<file path="config.mk">
export PLATFORM = sky130hd
export DESIGN_NAME = rvCore
export DESIGN_NICKNAME = d
export VERILOG_FILES = /design/src/verilog/rvIsaPkg.sv /design/src/verilog/rvPipePkg.sv /design/src/verilog/regFile.sv /design/src/verilog/instDecode.sv /design/src/verilog/aluExec.sv /design/src/verilog/rvCore.sv
export VERILOG_INCLUDE_DIRS = /design/src /design/src/verilog
export SDC_FILE = /design/constraint.sdc
export NUM_CORES = 2
export LEC_CHECK = 0
export BUFFER_PORTS_ARGS = -buffer_cell sky130_fd_sc_hd__buf_2
export CORE_MARGIN = 2
export CORE_UTILIZATION = 30
export CTS_CLUSTER_DIAMETER = 80
export CTS_CLUSTER_SIZE = 10
export DETAILED_ROUTE_END_ITERATION = 12
export GPL_TIMING_DRIVEN = 0
export REMOVE_ABC_BUFFERS = 1
export SLEW_MARGIN = 15
export SYNTH_ARGS = -nofsm -noshare
export SYNTH_HDL_FRONTEND = slang
export SYNTH_SLANG_ARGS = --single-unit
export TNS_END_PERCENT = 30
</file>
<file path="constraint.sdc">
create_clock -name clk -period 6.3 [get_ports clk]
set_clock_uncertainty 0.05 [all_clocks]
set_input_delay 0.63 -clock clk [delete_from_list [all_inputs] [get_ports clk]]
set_output_delay 0.63 -clock clk [all_outputs]
set_load 0.02 [all_outputs]
</file>
<file path="src/verilog/core_consts.svh">
// Core constants
// Datapath width, register file size and program counter behavior
// for the three-stage RV32I compute core

`ifndef CORE_CONSTS_SVH
`define CORE_CONSTS_SVH

//////////////////////////////
// Datapath
//////////////////////////////
`define CORE_XLEN        32            // Data and PC width

//////////////////////////////
// Register file
//////////////////////////////
`define CORE_NUM_REGS    32            // x0 to x31
`define CORE_REG_ADDR_W  5             // Register index width

//////////////////////////////
// Program counter
//////////////////////////////
`define CORE_RESET_PC    32'h0000_0000 // PC of first accepted instruction
`define CORE_PC_STEP     32'd4         // One word per instruction

`endif

</file>
<file path="src/verilog/rvIsaPkg.sv">
// RV32I ISA definitions
// Major opcodes, ALU funct3 codes and the instruction field overlay

`default_nettype none

`include "core_consts.svh"

package rvIsaPkg;

    // Major opcodes, the last five are only named to be rejected
    typedef enum logic [6:0] {
        OP      = 7'b0110011,  // Register-register ALU
        OP_IMM  = 7'b0010011,  // Register-immediate ALU
        LUI     = 7'b0110111,  // Load upper immediate
        AUIPC   = 7'b0010111,  // Add upper immediate to PC
        LOAD    = 7'b0000011,  // Unsupported
        STORE   = 7'b0100011,  // Unsupported
        BRANCH  = 7'b1100011,  // Unsupported
        JAL     = 7'b1101111,  // Unsupported
        JALR    = 7'b1100111   // Unsupported
    } opcodeE;

    typedef enum logic [2:0] {
        ADD_SUB = 3'b000,      // funct7[5] picks SUB on OP
        SLL     = 3'b001,
        SLT     = 3'b010,
        SLTU    = 3'b011,
        XOR     = 3'b100,
        SRL_SRA = 3'b101,      // funct7[5] picks SRA
        OR      = 3'b110,
        AND     = 3'b111
    } aluFuncE;

    typedef struct packed {
        logic [6:0]                  funct7;
        logic [`CORE_REG_ADDR_W-1:0] rs2;    // Also low imm bits on OP_IMM
        logic [`CORE_REG_ADDR_W-1:0] rs1;
        aluFuncE                     funct3;
        logic [`CORE_REG_ADDR_W-1:0] rd;
        opcodeE                      opcode;
    } instFieldsT;

endpackage

`default_nettype wire

</file>
<file path="src/verilog/rvPipePkg.sv">
// Pipeline payload types
// Resolved ALU operations and the structs passed between the stages

`default_nettype none

`include "core_consts.svh"

package rvPipePkg;

    // Resolved operation, no further decode in execute
    typedef enum logic [3:0] {
        ADD, SUB, SLL, SLT, SLTU, XOR, SRL, SRA, OR, AND,
        PASS_B                               // LUI result is operand B
    } aluOpE;

    //////////////////////////////
    // Decode to execute
    //////////////////////////////
    typedef struct packed {
        logic [`CORE_XLEN-1:0]       pc;
        logic [`CORE_XLEN-1:0]       opA;    // rs1, forwarded value or PC
        logic [`CORE_XLEN-1:0]       opB;    // rs2 or immediate
        aluOpE                       aluOp;
        logic [`CORE_REG_ADDR_W-1:0] rd;
    } execOpT;

    //////////////////////////////
    // Retire stream
    //////////////////////////////
    typedef struct packed {
        logic [`CORE_XLEN-1:0]       pc;
        logic [`CORE_REG_ADDR_W-1:0] rd;
        logic [`CORE_XLEN-1:0]       value;
    } retireT;

endpackage

`default_nettype wire

</file>
<file path="src/verilog/regFile.sv">
// Register file
// Two combinational read ports, one registered write port, x0 reads as zero
// and a same-cycle write is bypassed to the readers

`default_nettype none

`include "core_consts.svh"

module regFile (
    input  wire logic                        clk,
    input  wire logic                        rst,
    input  wire logic [`CORE_REG_ADDR_W-1:0] rdAddrA,
    input  wire logic [`CORE_REG_ADDR_W-1:0] rdAddrB,
    input  wire logic [`CORE_REG_ADDR_W-1:0] wrAddr,
    input  wire logic                        wrEn,
    input  wire logic [`CORE_XLEN-1:0]       wrData,
    output      logic [`CORE_XLEN-1:0]       rdDataA,
    output      logic [`CORE_XLEN-1:0]       rdDataB
);

    logic [`CORE_XLEN-1:0] regs [1:`CORE_NUM_REGS-1]; // No storage for x0

    function automatic logic [`CORE_XLEN-1:0] readPort(
        input logic [`CORE_REG_ADDR_W-1:0] addr
    );
        if (addr == '0)                       return '0;     // Hard-wired zero
        else if (wrEn && (wrAddr == addr))    return wrData; // Writeback bypass
        else                                  return regs[addr];
    endfunction

    always_ff @(posedge clk) begin
        if (wrEn && (wrAddr != '0)) begin
            regs[wrAddr] <= wrData;                          // x0 writes dropped
        end
    end

    always_comb begin
        rdDataA = readPort(rdAddrA);
        rdDataB = readPort(rdAddrB);
    end

    // A write aimed at x0 must leave x0 reading zero afterwards
    aZeroStaysZero: assert property (@(posedge clk) disable iff (rst)
        (wrEn && (wrAddr == '0)) |=> ((rdAddrA != '0) || (rdDataA == '0)));

endmodule

`default_nettype wire

</file>
<file path="src/verilog/instDecode.sv">
// Decode stage
// Accepts instructions, keeps the PC and the sticky halt flag, builds
// operands with forwarding and loads the execute register

`default_nettype none

`include "core_consts.svh"

module instDecode (
    input  wire logic                        clk,
    input  wire logic                        rst,
    input  wire logic                        instValid,
    input  wire logic [31:0]                 instWord,
    input  wire logic                        advance,    // Execute register may load
    input  wire logic [`CORE_XLEN-1:0]       rdDataA,
    input  wire logic [`CORE_XLEN-1:0]       rdDataB,
    input  wire logic [`CORE_REG_ADDR_W-1:0] execRd,
    input  wire logic                        execWrites, // Valid and rd nonzero
    input  wire logic [`CORE_XLEN-1:0]       execResult,
    output      logic                        instReady,
    output      logic                        halt,
    output      logic [`CORE_REG_ADDR_W-1:0] rdAddrA,
    output      logic [`CORE_REG_ADDR_W-1:0] rdAddrB,
    output      logic                        execValid,
    output      rvPipePkg::execOpT           execOp
);

    import rvIsaPkg::*;
    import rvPipePkg::*;

    instFieldsT            fields;
    logic [`CORE_XLEN-1:0] pc;
    logic [`CORE_XLEN-1:0] iImm, uImm;
    logic [`CORE_XLEN-1:0] srcA, srcB;        // Register operands after forwarding
    logic                  supported;
    logic                  accept;
    execOpT                nextOp;

    assign fields    = instFieldsT'(instWord);
    assign iImm      = {{20{fields.funct7[6]}}, fields.funct7, fields.rs2};
    assign uImm      = {instWord[31:12], 12'b0};
    assign rdAddrA   = fields.rs1;
    assign rdAddrB   = fields.rs2;
    assign instReady = advance && !halt;
    assign accept    = instValid && instReady;

    // Execute result wins over the register file, which bypasses writeback
    assign srcA = (execWrites && (execRd == fields.rs1)) ? execResult : rdDataA;
    assign srcB = (execWrites && (execRd == fields.rs2)) ? execResult : rdDataB;

    //////////////////////////////
    // Operation decode
    //////////////////////////////
    always_comb begin
        supported    = 1'b1;
        nextOp.pc    = pc;
        nextOp.rd    = fields.rd;
        nextOp.opA   = srcA;
        nextOp.opB   = iImm;
        nextOp.aluOp = ADD;
        case (fields.opcode)
            OP, OP_IMM: begin
                if (fields.opcode == OP) nextOp.opB = srcB;  // rs2 only on OP
                case (fields.funct3)
                    ADD_SUB:        nextOp.aluOp = (fields.opcode == OP && fields.funct7[5])
                                                 ? SUB : ADD;
                    rvIsaPkg::SLL:  nextOp.aluOp = rvPipePkg::SLL;
                    rvIsaPkg::SLT:  nextOp.aluOp = rvPipePkg::SLT;
                    rvIsaPkg::SLTU: nextOp.aluOp = rvPipePkg::SLTU;
                    rvIsaPkg::XOR:  nextOp.aluOp = rvPipePkg::XOR;
                    SRL_SRA:        nextOp.aluOp = fields.funct7[5] ? SRA : SRL;
                    rvIsaPkg::OR:   nextOp.aluOp = rvPipePkg::OR;
                    default:        nextOp.aluOp = rvPipePkg::AND;
                endcase
            end
            LUI: begin
                nextOp.opA   = '0;                            // Unused by PASS_B
                nextOp.opB   = uImm;
                nextOp.aluOp = PASS_B;
            end
            AUIPC: begin
                nextOp.opA   = pc;
                nextOp.opB   = uImm;
            end
            LOAD, STORE, BRANCH, JAL, JALR: supported = 1'b0; // Dropped from this core
            default:                        supported = 1'b0;
        endcase
    end

    //////////////////////////////
    // PC, halt and execute register
    //////////////////////////////
    always_ff @(posedge clk) begin
        if (rst) begin
            pc        <= `CORE_RESET_PC;
            halt      <= 1'b0;
            execValid <= 1'b0;
        end else begin
            if (advance) execValid <= accept && supported;      // Bubble otherwise
            if (accept && !supported) halt <= 1'b1;              // Sticky until reset
            if (accept) pc <= pc + `CORE_PC_STEP;
        end
    end

    always_ff @(posedge clk) begin
        if (accept) execOp <= nextOp;                            // Payload only
    end

    // Once halted the PC freezes and nothing more reaches execute
    aNoAcceptHalted: assert property (@(posedge clk) disable iff (rst)
        halt |=> (halt && $stable(pc) && !execValid));

endmodule

`default_nettype wire

</file>
<file path="src/verilog/aluExec.sv">
// Execute stage
// ALU for the resolved operation, the writeback register driving the retire
// stream, register file writes and pipeline advance

`default_nettype none

`include "core_consts.svh"

module aluExec (
    input  wire logic                        clk,
    input  wire logic                        rst,
    input  wire logic                        execValid,
    input  wire rvPipePkg::execOpT           execOp,
    input  wire logic                        retireReady,
    output      logic                        advance,
    output      logic [`CORE_REG_ADDR_W-1:0] execRd,
    output      logic                        execWrites,
    output      logic [`CORE_XLEN-1:0]       execResult,
    output      logic                        retireValid,
    output      rvPipePkg::retireT           retire,
    output      logic                        wrEn,
    output      logic [`CORE_REG_ADDR_W-1:0] wrAddr,
    output      logic [`CORE_XLEN-1:0]       wrData
);

    import rvPipePkg::*;

    logic [4:0] shamt;
    logic       ltSigned, ltUnsigned;

    assign shamt      = execOp.opB[4:0];                   // RV32 shift amount
    assign ltSigned   = $signed(execOp.opA) < $signed(execOp.opB);
    assign ltUnsigned = execOp.opA < execOp.opB;

    //////////////////////////////
    // ALU
    //////////////////////////////
    always_comb begin
        case (execOp.aluOp)
            ADD:     execResult = execOp.opA + execOp.opB;
            SUB:     execResult = execOp.opA - execOp.opB;
            SLL:     execResult = execOp.opA << shamt;
            SLT:     execResult = {{(`CORE_XLEN-1){1'b0}}, ltSigned};
            SLTU:    execResult = {{(`CORE_XLEN-1){1'b0}}, ltUnsigned};
            XOR:     execResult = execOp.opA ^ execOp.opB;
            SRL:     execResult = execOp.opA >> shamt;
            SRA:     execResult = $signed(execOp.opA) >>> shamt; // Sign fill
            OR:      execResult = execOp.opA | execOp.opB;
            AND:     execResult = execOp.opA & execOp.opB;
            PASS_B:  execResult = execOp.opB;
            default: execResult = '0;
        endcase
    end

    // Forwarding view of the in-flight instruction
    assign execRd     = execOp.rd;
    assign execWrites = execValid && (execOp.rd != '0);

    //////////////////////////////
    // Writeback register
    //////////////////////////////
    assign advance = !retireValid || retireReady;          // Empty or draining

    always_ff @(posedge clk) begin
        if (rst) begin
            retireValid <= 1'b0;
        end else if (advance) begin
            retireValid <= execValid;
        end
    end

    always_ff @(posedge clk) begin
        if (advance && execValid) begin
            retire.pc    <= execOp.pc;
            retire.rd    <= execOp.rd;
            retire.value <= execResult;
        end
    end

    // Architectural write happens with the retire transfer
    assign wrEn   = retireValid && retireReady;
    assign wrAddr = retire.rd;
    assign wrData = retire.value;

    // Stalled retire must hold its payload
    aRetireStable: assert property (@(posedge clk) disable iff (rst)
        (retireValid && !retireReady) |=> (retireValid && $stable(retire)));

endmodule

`default_nettype wire

</file>
<file path="src/verilog/rvCore.sv">
// RV32I compute core top level
// Decode and execute stages around the register file, with instruction
// and retire valid/ready streams

`default_nettype none

`include "core_consts.svh"

module rvCore (
    input  wire logic              clk,
    input  wire logic              rst,
    input  wire logic              instValid,
    input  wire logic [31:0]       instWord,
    input  wire logic              retireReady,
    output      logic              instReady,
    output      logic              retireValid,
    output      rvPipePkg::retireT retire,
    output      logic              halt
);

    import rvPipePkg::*;

    logic                        advance;
    logic                        execValid;
    execOpT                      execOp;
    logic [`CORE_REG_ADDR_W-1:0] execRd;
    logic                        execWrites;
    logic [`CORE_XLEN-1:0]       execResult;
    logic [`CORE_REG_ADDR_W-1:0] rdAddrA, rdAddrB, wrAddr;
    logic [`CORE_XLEN-1:0]       rdDataA, rdDataB, wrData;
    logic                        wrEn;

    instDecode uDecode (
        .clk, .rst, .instValid, .instWord, .advance,
        .rdDataA, .rdDataB, .execRd, .execWrites, .execResult,
        .instReady, .halt, .rdAddrA, .rdAddrB, .execValid, .execOp
    );

    aluExec uExec (
        .clk, .rst, .execValid, .execOp, .retireReady,
        .advance, .execRd, .execWrites, .execResult,
        .retireValid, .retire, .wrEn, .wrAddr, .wrData
    );

    regFile uRegs (
        .clk, .rst, .rdAddrA, .rdAddrB, .wrAddr, .wrEn, .wrData,
        .rdDataA, .rdDataB                               // Bypassed reads
    );

endmodule

`default_nettype wire

</file>
Word-level counts from Yosys, hierarchy flattened
Memory sizes are Yosys's and may differ from the RTL's.
Index checks and enable logic that the tools add are counted.
{ "word_totals": {"latchBits": 0, "romBits": 0, "n_memories": 1, "ramBits": 992, "regBits": 209, "elab_cells": 91, "out_inout_bits": 72} }
{ "memory_table": {"columns": ["name", "depth", "width", "read_ports", "rd_clocked_by_memory_dff", "write_ports", "line_no", "source"], "rows": [
  ["uRegs.regs", 31, 32, 2, 0, 1, "regFile.sv:21", "logic [`CORE_XLEN-1:0] regs [1:`CORE_NUM_REGS-1];"]
]} }
{ "op_classes": {"bitwise_logic": 3, "div_mod_pow": 0, "addsub": 3, "mul": 0, "eq_ne": 24, "reduce_logical": 26, "n_lt_le_gt_ge": 2, "shift": 3, "mux": 17} }
{ "ops": {"columns": ["cell", "count"], "rows": [
  ["$pmux W32 S11", 1],
  ["$mux W32", 7],
  ["$pmux W32 S2", 2],
  ["$lt A32 B32 Y1", 2],
  ["$add A32 B3 Y32 const B", 1],
  ["$add A32 B32 Y32", 1],
  ["$and A32 B32 Y32", 1],
  ["$or A32 B32 Y32", 1],
  ["$shl A32 B5 Y32", 1],
  ["$shr A32 B5 Y32", 1],
  ["$sshr A32 B5 Y32", 1],
  ["$sub A32 B32 Y32", 1],
  ["$xor A32 B32 Y32", 1],
  ["$pmux W4 S7", 1],
  ["$eq A5 B5 Y1", 4],
  ["$eq A4 B3 Y1 const B", 4],
  ["$eq A7 B5 Y1 const B", 2],
  ["$eq A7 B6 Y1 const B", 2],
  ["$logic_and A1 B1 Y1", 13],
  ["$eq A4 B4 Y1 const B", 3],
  ["$logic_not A5 Y1", 2],
  ["$reduce_bool A5 Y1", 2],
  ["$eq A3 B3 Y1 const B", 3],
  ["$eq A4 B2 Y1 const B", 2],
  ["11 further kinds", 19]
]} }

Depth between registers and ports, before layout
{ "logic_depth": {"depth_word": 7, "mapped_depth": 15, "depth_no_buf": 12} }

By module
A second synthesis with hierarchy kept.
{ "unflattened": {"cells_unflattened": 4943, "area_unflattened_um2": 65306.4} }
{ "modules_own_cells": {"columns": ["mod", "cells_each", "n_inst", "seq_area_each_um2", "area_per_inst_um2"], "rows": [
  ["regFile", 2858, 1, 29788.6, 47311.6],
  ["aluExec", 1431, 1, 2092.0, 11237.0],
  ["instDecode", 654, 1, 3733.6, 6757.7]
]} }

Worst setup path after synthesis
OpenSTA, ideal clock, no wires.
{ "synth_path": {"kind": "in2reg", "start": "input port retireReady", "end": "register uDecode.pc[4]", "setup_slack_ns": 1.454, "path_buffers": 1, "setup_ns": 0.128, "stages": 7, "arrival_ns": 4.668, "path_cell_list": "nor2b_1 nor2_1 and2_1 clkbuf_1 nand2_1 xor2_1 nor2_1"} }
{ "synth_via": {"elab_chain_cells": 3} }
{ "synth_lines": {"columns": ["item", "line_no", "source"], "rows": [
  ["start: declaration", "rvCore.sv:14", "input wire logic retireReady,"],
  ["$logic_or A1 B1 Y1", "aluExec.sv:62", "assign advance = !retireValid || retireReady;"],
  ["$logic_and A1 B1 Y1", "instDecode.sv:44", "assign instReady = advance && !halt;"],
  ["named net instReady", "rvCore.sv:15", "output logic instReady,"],
  ["$logic_and A1 B1 Y1", "instDecode.sv:45", "assign accept = instValid && instReady;"],
  ["named net uDecode.accept", "instDecode.sv:36", "logic accept;"],
  ["end signal: assignment", "instDecode.sv:95", "pc <= `CORE_RESET_PC;"],
  ["end signal: assignment", "instDecode.sv:101", "if (accept) pc <= pc + `CORE_PC_STEP;"],
  ["end: declaration", "instDecode.sv:32", "logic [`CORE_XLEN-1:0] pc;"]
]} }
The timed path passes the listed nets, and every way through them passes these cells.
A chain may end at the register's enable or synchronous reset.

Final worst setup path
{ "layout_path": {"start": "register, netlist name uDecode.execOp[11]", "end": "register, netlist name uExec.wrData[29]"} }
{ "layout_via": {"elab_chain_cells": 2} }
{ "layout_lines": {"columns": ["item", "line_no", "source"], "rows": [
  ["$sub A32 B32 Y32, or another cell as far along", "aluExec.sv:41", "SUB: execResult = execOp.opA - execOp.opB;"],
  ["$pmux W32 S11 *", "aluExec.sv:39", "case (execOp.aluOp)"],
  ["named net execResult[29]", "rvCore.sv:28", "logic [`CORE_XLEN-1:0] execResult;"]
]} }
The timed path passes the listed nets; every way through them passes the cells marked *.

==> results.yml <==
worst_hold_path:
  hp-class: "in2reg"
  hold_depth: 2
timing:
  setup_ws_ns: 0.272
  setup_total_negative_slack_ns: 0
  min_period_over_period: 0.957
  hold_violations: 0
  post-route-min-period_ns: 6.03
  setup_viol: 0
  fmax_ghz: 0.166
  slew_headroom: 0.0701
  worst_pin_slew_ns: 1.36
  final_max_slew_viol_count: 0
  whs_ns: 0.279
  rsz0062_at_grt: "no"
cells_and_area:
  n_fill_cell: 19942
  drive_gt1_frac: 0.246
  final_util: 0.348
  fin_nets: 4459
  instances_no_fill: 7162
  syn_to_final_growth_pct: 15.7
  finish.instance_area_um2: 73800
yosys:
  synth_fa_ha_area_frac: 0.0232
  syn_area_um2: 63800
  synth_top_family_by_area: "multiplexers"
  yosysSeqAreaShare: 0.558
  synth_compound_area_frac: 0.0898
  ys_seq_elements: 1195
  synth_edf_count: 1162
  synthXorXnorAreaFrac: 0.00632
  ys_types: 90
  async_reset_ff_frac: 0
  synthMuxAreaShare: 0.241
  synthCells: 4227
  synthSimpleGateAreaFrac: 0.0539
  synth_flop_cell: "edfxtp_1"
  yosysWarningCount: 0
  syn_area_per_cell_um2: 15.1
power_and_ir_drop:
  power_density_nw_per_um2: 250
  pwr-share-seq: 0.480
  clock_power_share: 0.388
  p_sw_mw: 4.72
  ir_drop_mv: 0.288
  swShare: 0.256
  power_mw: 18.5
  p_int_mw: 13.7
  p_leak_nw: 24.1
  p_comb_frac: 0.132
setup_path:
  startpoint_type: "flop"
  reg2reg_depth: 13
  critical_path.max_fanout: 46
  crit_required_ns: 6.70
  crit_path_end_kind: "flop"
  cp.arrival_ns: 6.43
  path_class: "reg2reg"
floorplan:
  dieArea_um2: 216000
  die_w_um: 465
  die_h_um: 465
  pin_count: 108
  rows: 169
  coreArea_um2: 212000
  initial_core_util: 0.301
place:
  placed_cell_area_um2: 69600
  place_inst: 6962
  place_hpwl_mm: 152
  pre_cts_slack_ns: 0.407
  numPortBuffers: 105
  routabilityCongestion: 0.961
clocking:
  cts.reportedPaths.clkPinSlew_ns: 0.06
  insertion_delay_ns: 0.76
  cts_setup_buffers: 0
  cts_sinks: 1195
  clock-root-buffer: "clkbuf_16"
  cts_buffers: 138
  cts_tree: "yes"
  htreeDepth: 4
  cts_max_path_buffers: 3
detailed_routing:
  first_pass_iters: 5
  via_per_inst: 5.92
  drc: 0
  ant_nets: 0
  drtIter0Drc: 5296
  wirelength_mm: 223
  wl_per_cell_um: 31.1
  dr_total_vias: 42409
global_routing:
  antenna_found_initial: 14
  grt_pass1_vias: 42059
  grt_max_degree: 92
  grt-ovfl-total: 0
  grt_usage: 0.201
  grt_pass1_wl_mm: 315
status:
  status: "finished, final reports clean"
run:
  drv_cap: 0
[synthesized netlist by cell type (23+ instances only)]
library cell | instances | share of area
a221o_1 | 50 | 0.0078
o211ai_1 | 25 | 0.0029
buf_1 | 56 | 0.0033
o221ai_1 | 46 | 0.0063
a221oi_1 | 31 | 0.0043
inv_1 | 113 | 0.0067
o21ai_0 | 152 | 0.012
o22ai_1 | 37 | 0.0036
nand2_1 | 172 | 0.010
dfxtp_1 | 33 | 0.010
a21oi_1 | 210 | 0.016
nand3_1 | 52 | 0.0041
mux4_2 | 564 | 0.20
xor2_1 | 23 | 0.0032
nor3_1 | 41 | 0.0032
clkbuf_1 | 179 | 0.011
ha_1 | 115 | 0.023
a211oi_1 | 76 | 0.0089
nor2_1 | 351 | 0.021
nor2b_1 | 23 | 0.0023
buf_2 | 73 | 0.0057
xnor2_1 | 23 | 0.0032
a22oi_1 | 33 | 0.0039
edfxtp_1 | 1162 | 0.55
mux2i_1 | 255 | 0.040
[final timing paths]
check	startpoint	endpoint	slack, ns
max reg2reg	uDecode.execOp[11]	uExec.wrData[29]	0.27
min	instWord[2]	uDecode.execOp[5]	0.28
min reg2reg	uDecode.execOp[97]	uExec.retire[61]	0.36
max	uDecode.execOp[11]	uExec.wrData[29]	0.27
[layout by cell type (no fill, tap or decap), types with 33 or more instances in the layout]
cell type	netlist	final
edfxtp_1	1162	1162
o221ai_1	46	46
o22ai_1	37	37
nor2_4	0	34
nand3_1	52	52
ha_1	115	115
buf_2	73	97
a22oi_1	33	33
buf_16	0	49
a21oi_1	210	210
nor3_1	41	37
dfxtp_1	33	33
a221o_1	50	50
clkbuf_16	0	146
mux4_2	564	564
nor2_1	351	315
nand2_1	172	170
buf_12	0	56
a211oi_1	76	76
inv_1	113	111
o21ai_0	152	152
mux2i_1	255	255
[routing by layer]
layer	GRT usage	vias up	share of wire
met4	0.101	4	0.056
met2	0.337	2277	0.49
li1	-	17451	-
met3	0.0340	525	0.080
met1	0.251	22152	0.37
met5	0	-	0.00012
[cell type report]
cell class	instances	area, um^2	share of cell area
flip-flops and latches	1195	35600	0.482
multi-input cells	2598	26800	0.363
diodes	5	12.5	0.000170
inverters	116	435	0.00590
clock buffers	160	3680	0.0500
well taps	2821	3530	0.0479
clock inverters	10	98.8	0.00134
repair buffers	257	3650	0.0495
[registers in the layout, indices dropped and copies added (netlist names)]
register,count
uExec.retire,30
uExec.retireValid,1
uRegs.regs,992
uDecode.execOp,103
uDecode.pc,30
uDecode.halt,1
uExec.wrData,32
uDecode.execValid,1
uExec.wrAddr,5
[logic make-up after synthesis]
kind of cell,Yosys count
AOI/OAI and AO/OA,836
other,1
xor gates and xnor gates,46
adders and majority gates,117
DFF,1195
and+or+nand+nor,766
buffers and inverters,435
muxes,831
[power groups by stage]
stage          Combinational (mW)  Clock, mW  Sequential [mW]
2_1_floorplan                1.37          0             8.95
3_3_place_gp                 2.50          0             9.06
3_5_place_dp                 2.39          0             9.01
4_1_cts                      2.40       7.28             8.85
5_1_grt                      2.57       7.55             8.85
6_report                     2.45       7.16             8.86
[critical path, cell delays in order, from the launching register on]
cell	delay, ns
edfxtp_1	0.69
buf_16	0.30
buf_8	0.18
inv_2	0.79
ha_1	0.45
nand2b_1	0.11
o2111ai_1	0.26
a2111oi_4	0.48
or2b_2	0.26
a31oi_4	0.21
o41ai_1	1.00
nor4_1	0.14
nor3_1	0.53
nor2_1	0.23
[repair_timing]
action / in CTS / in global routing
hold buffers: 5 / 0
endpoints found under the setup margin: 0 / 0
gates resized for setup: 0 / 0
hold endpoints to repair: 5 / 0
Power figures use the tool's default switching activity.
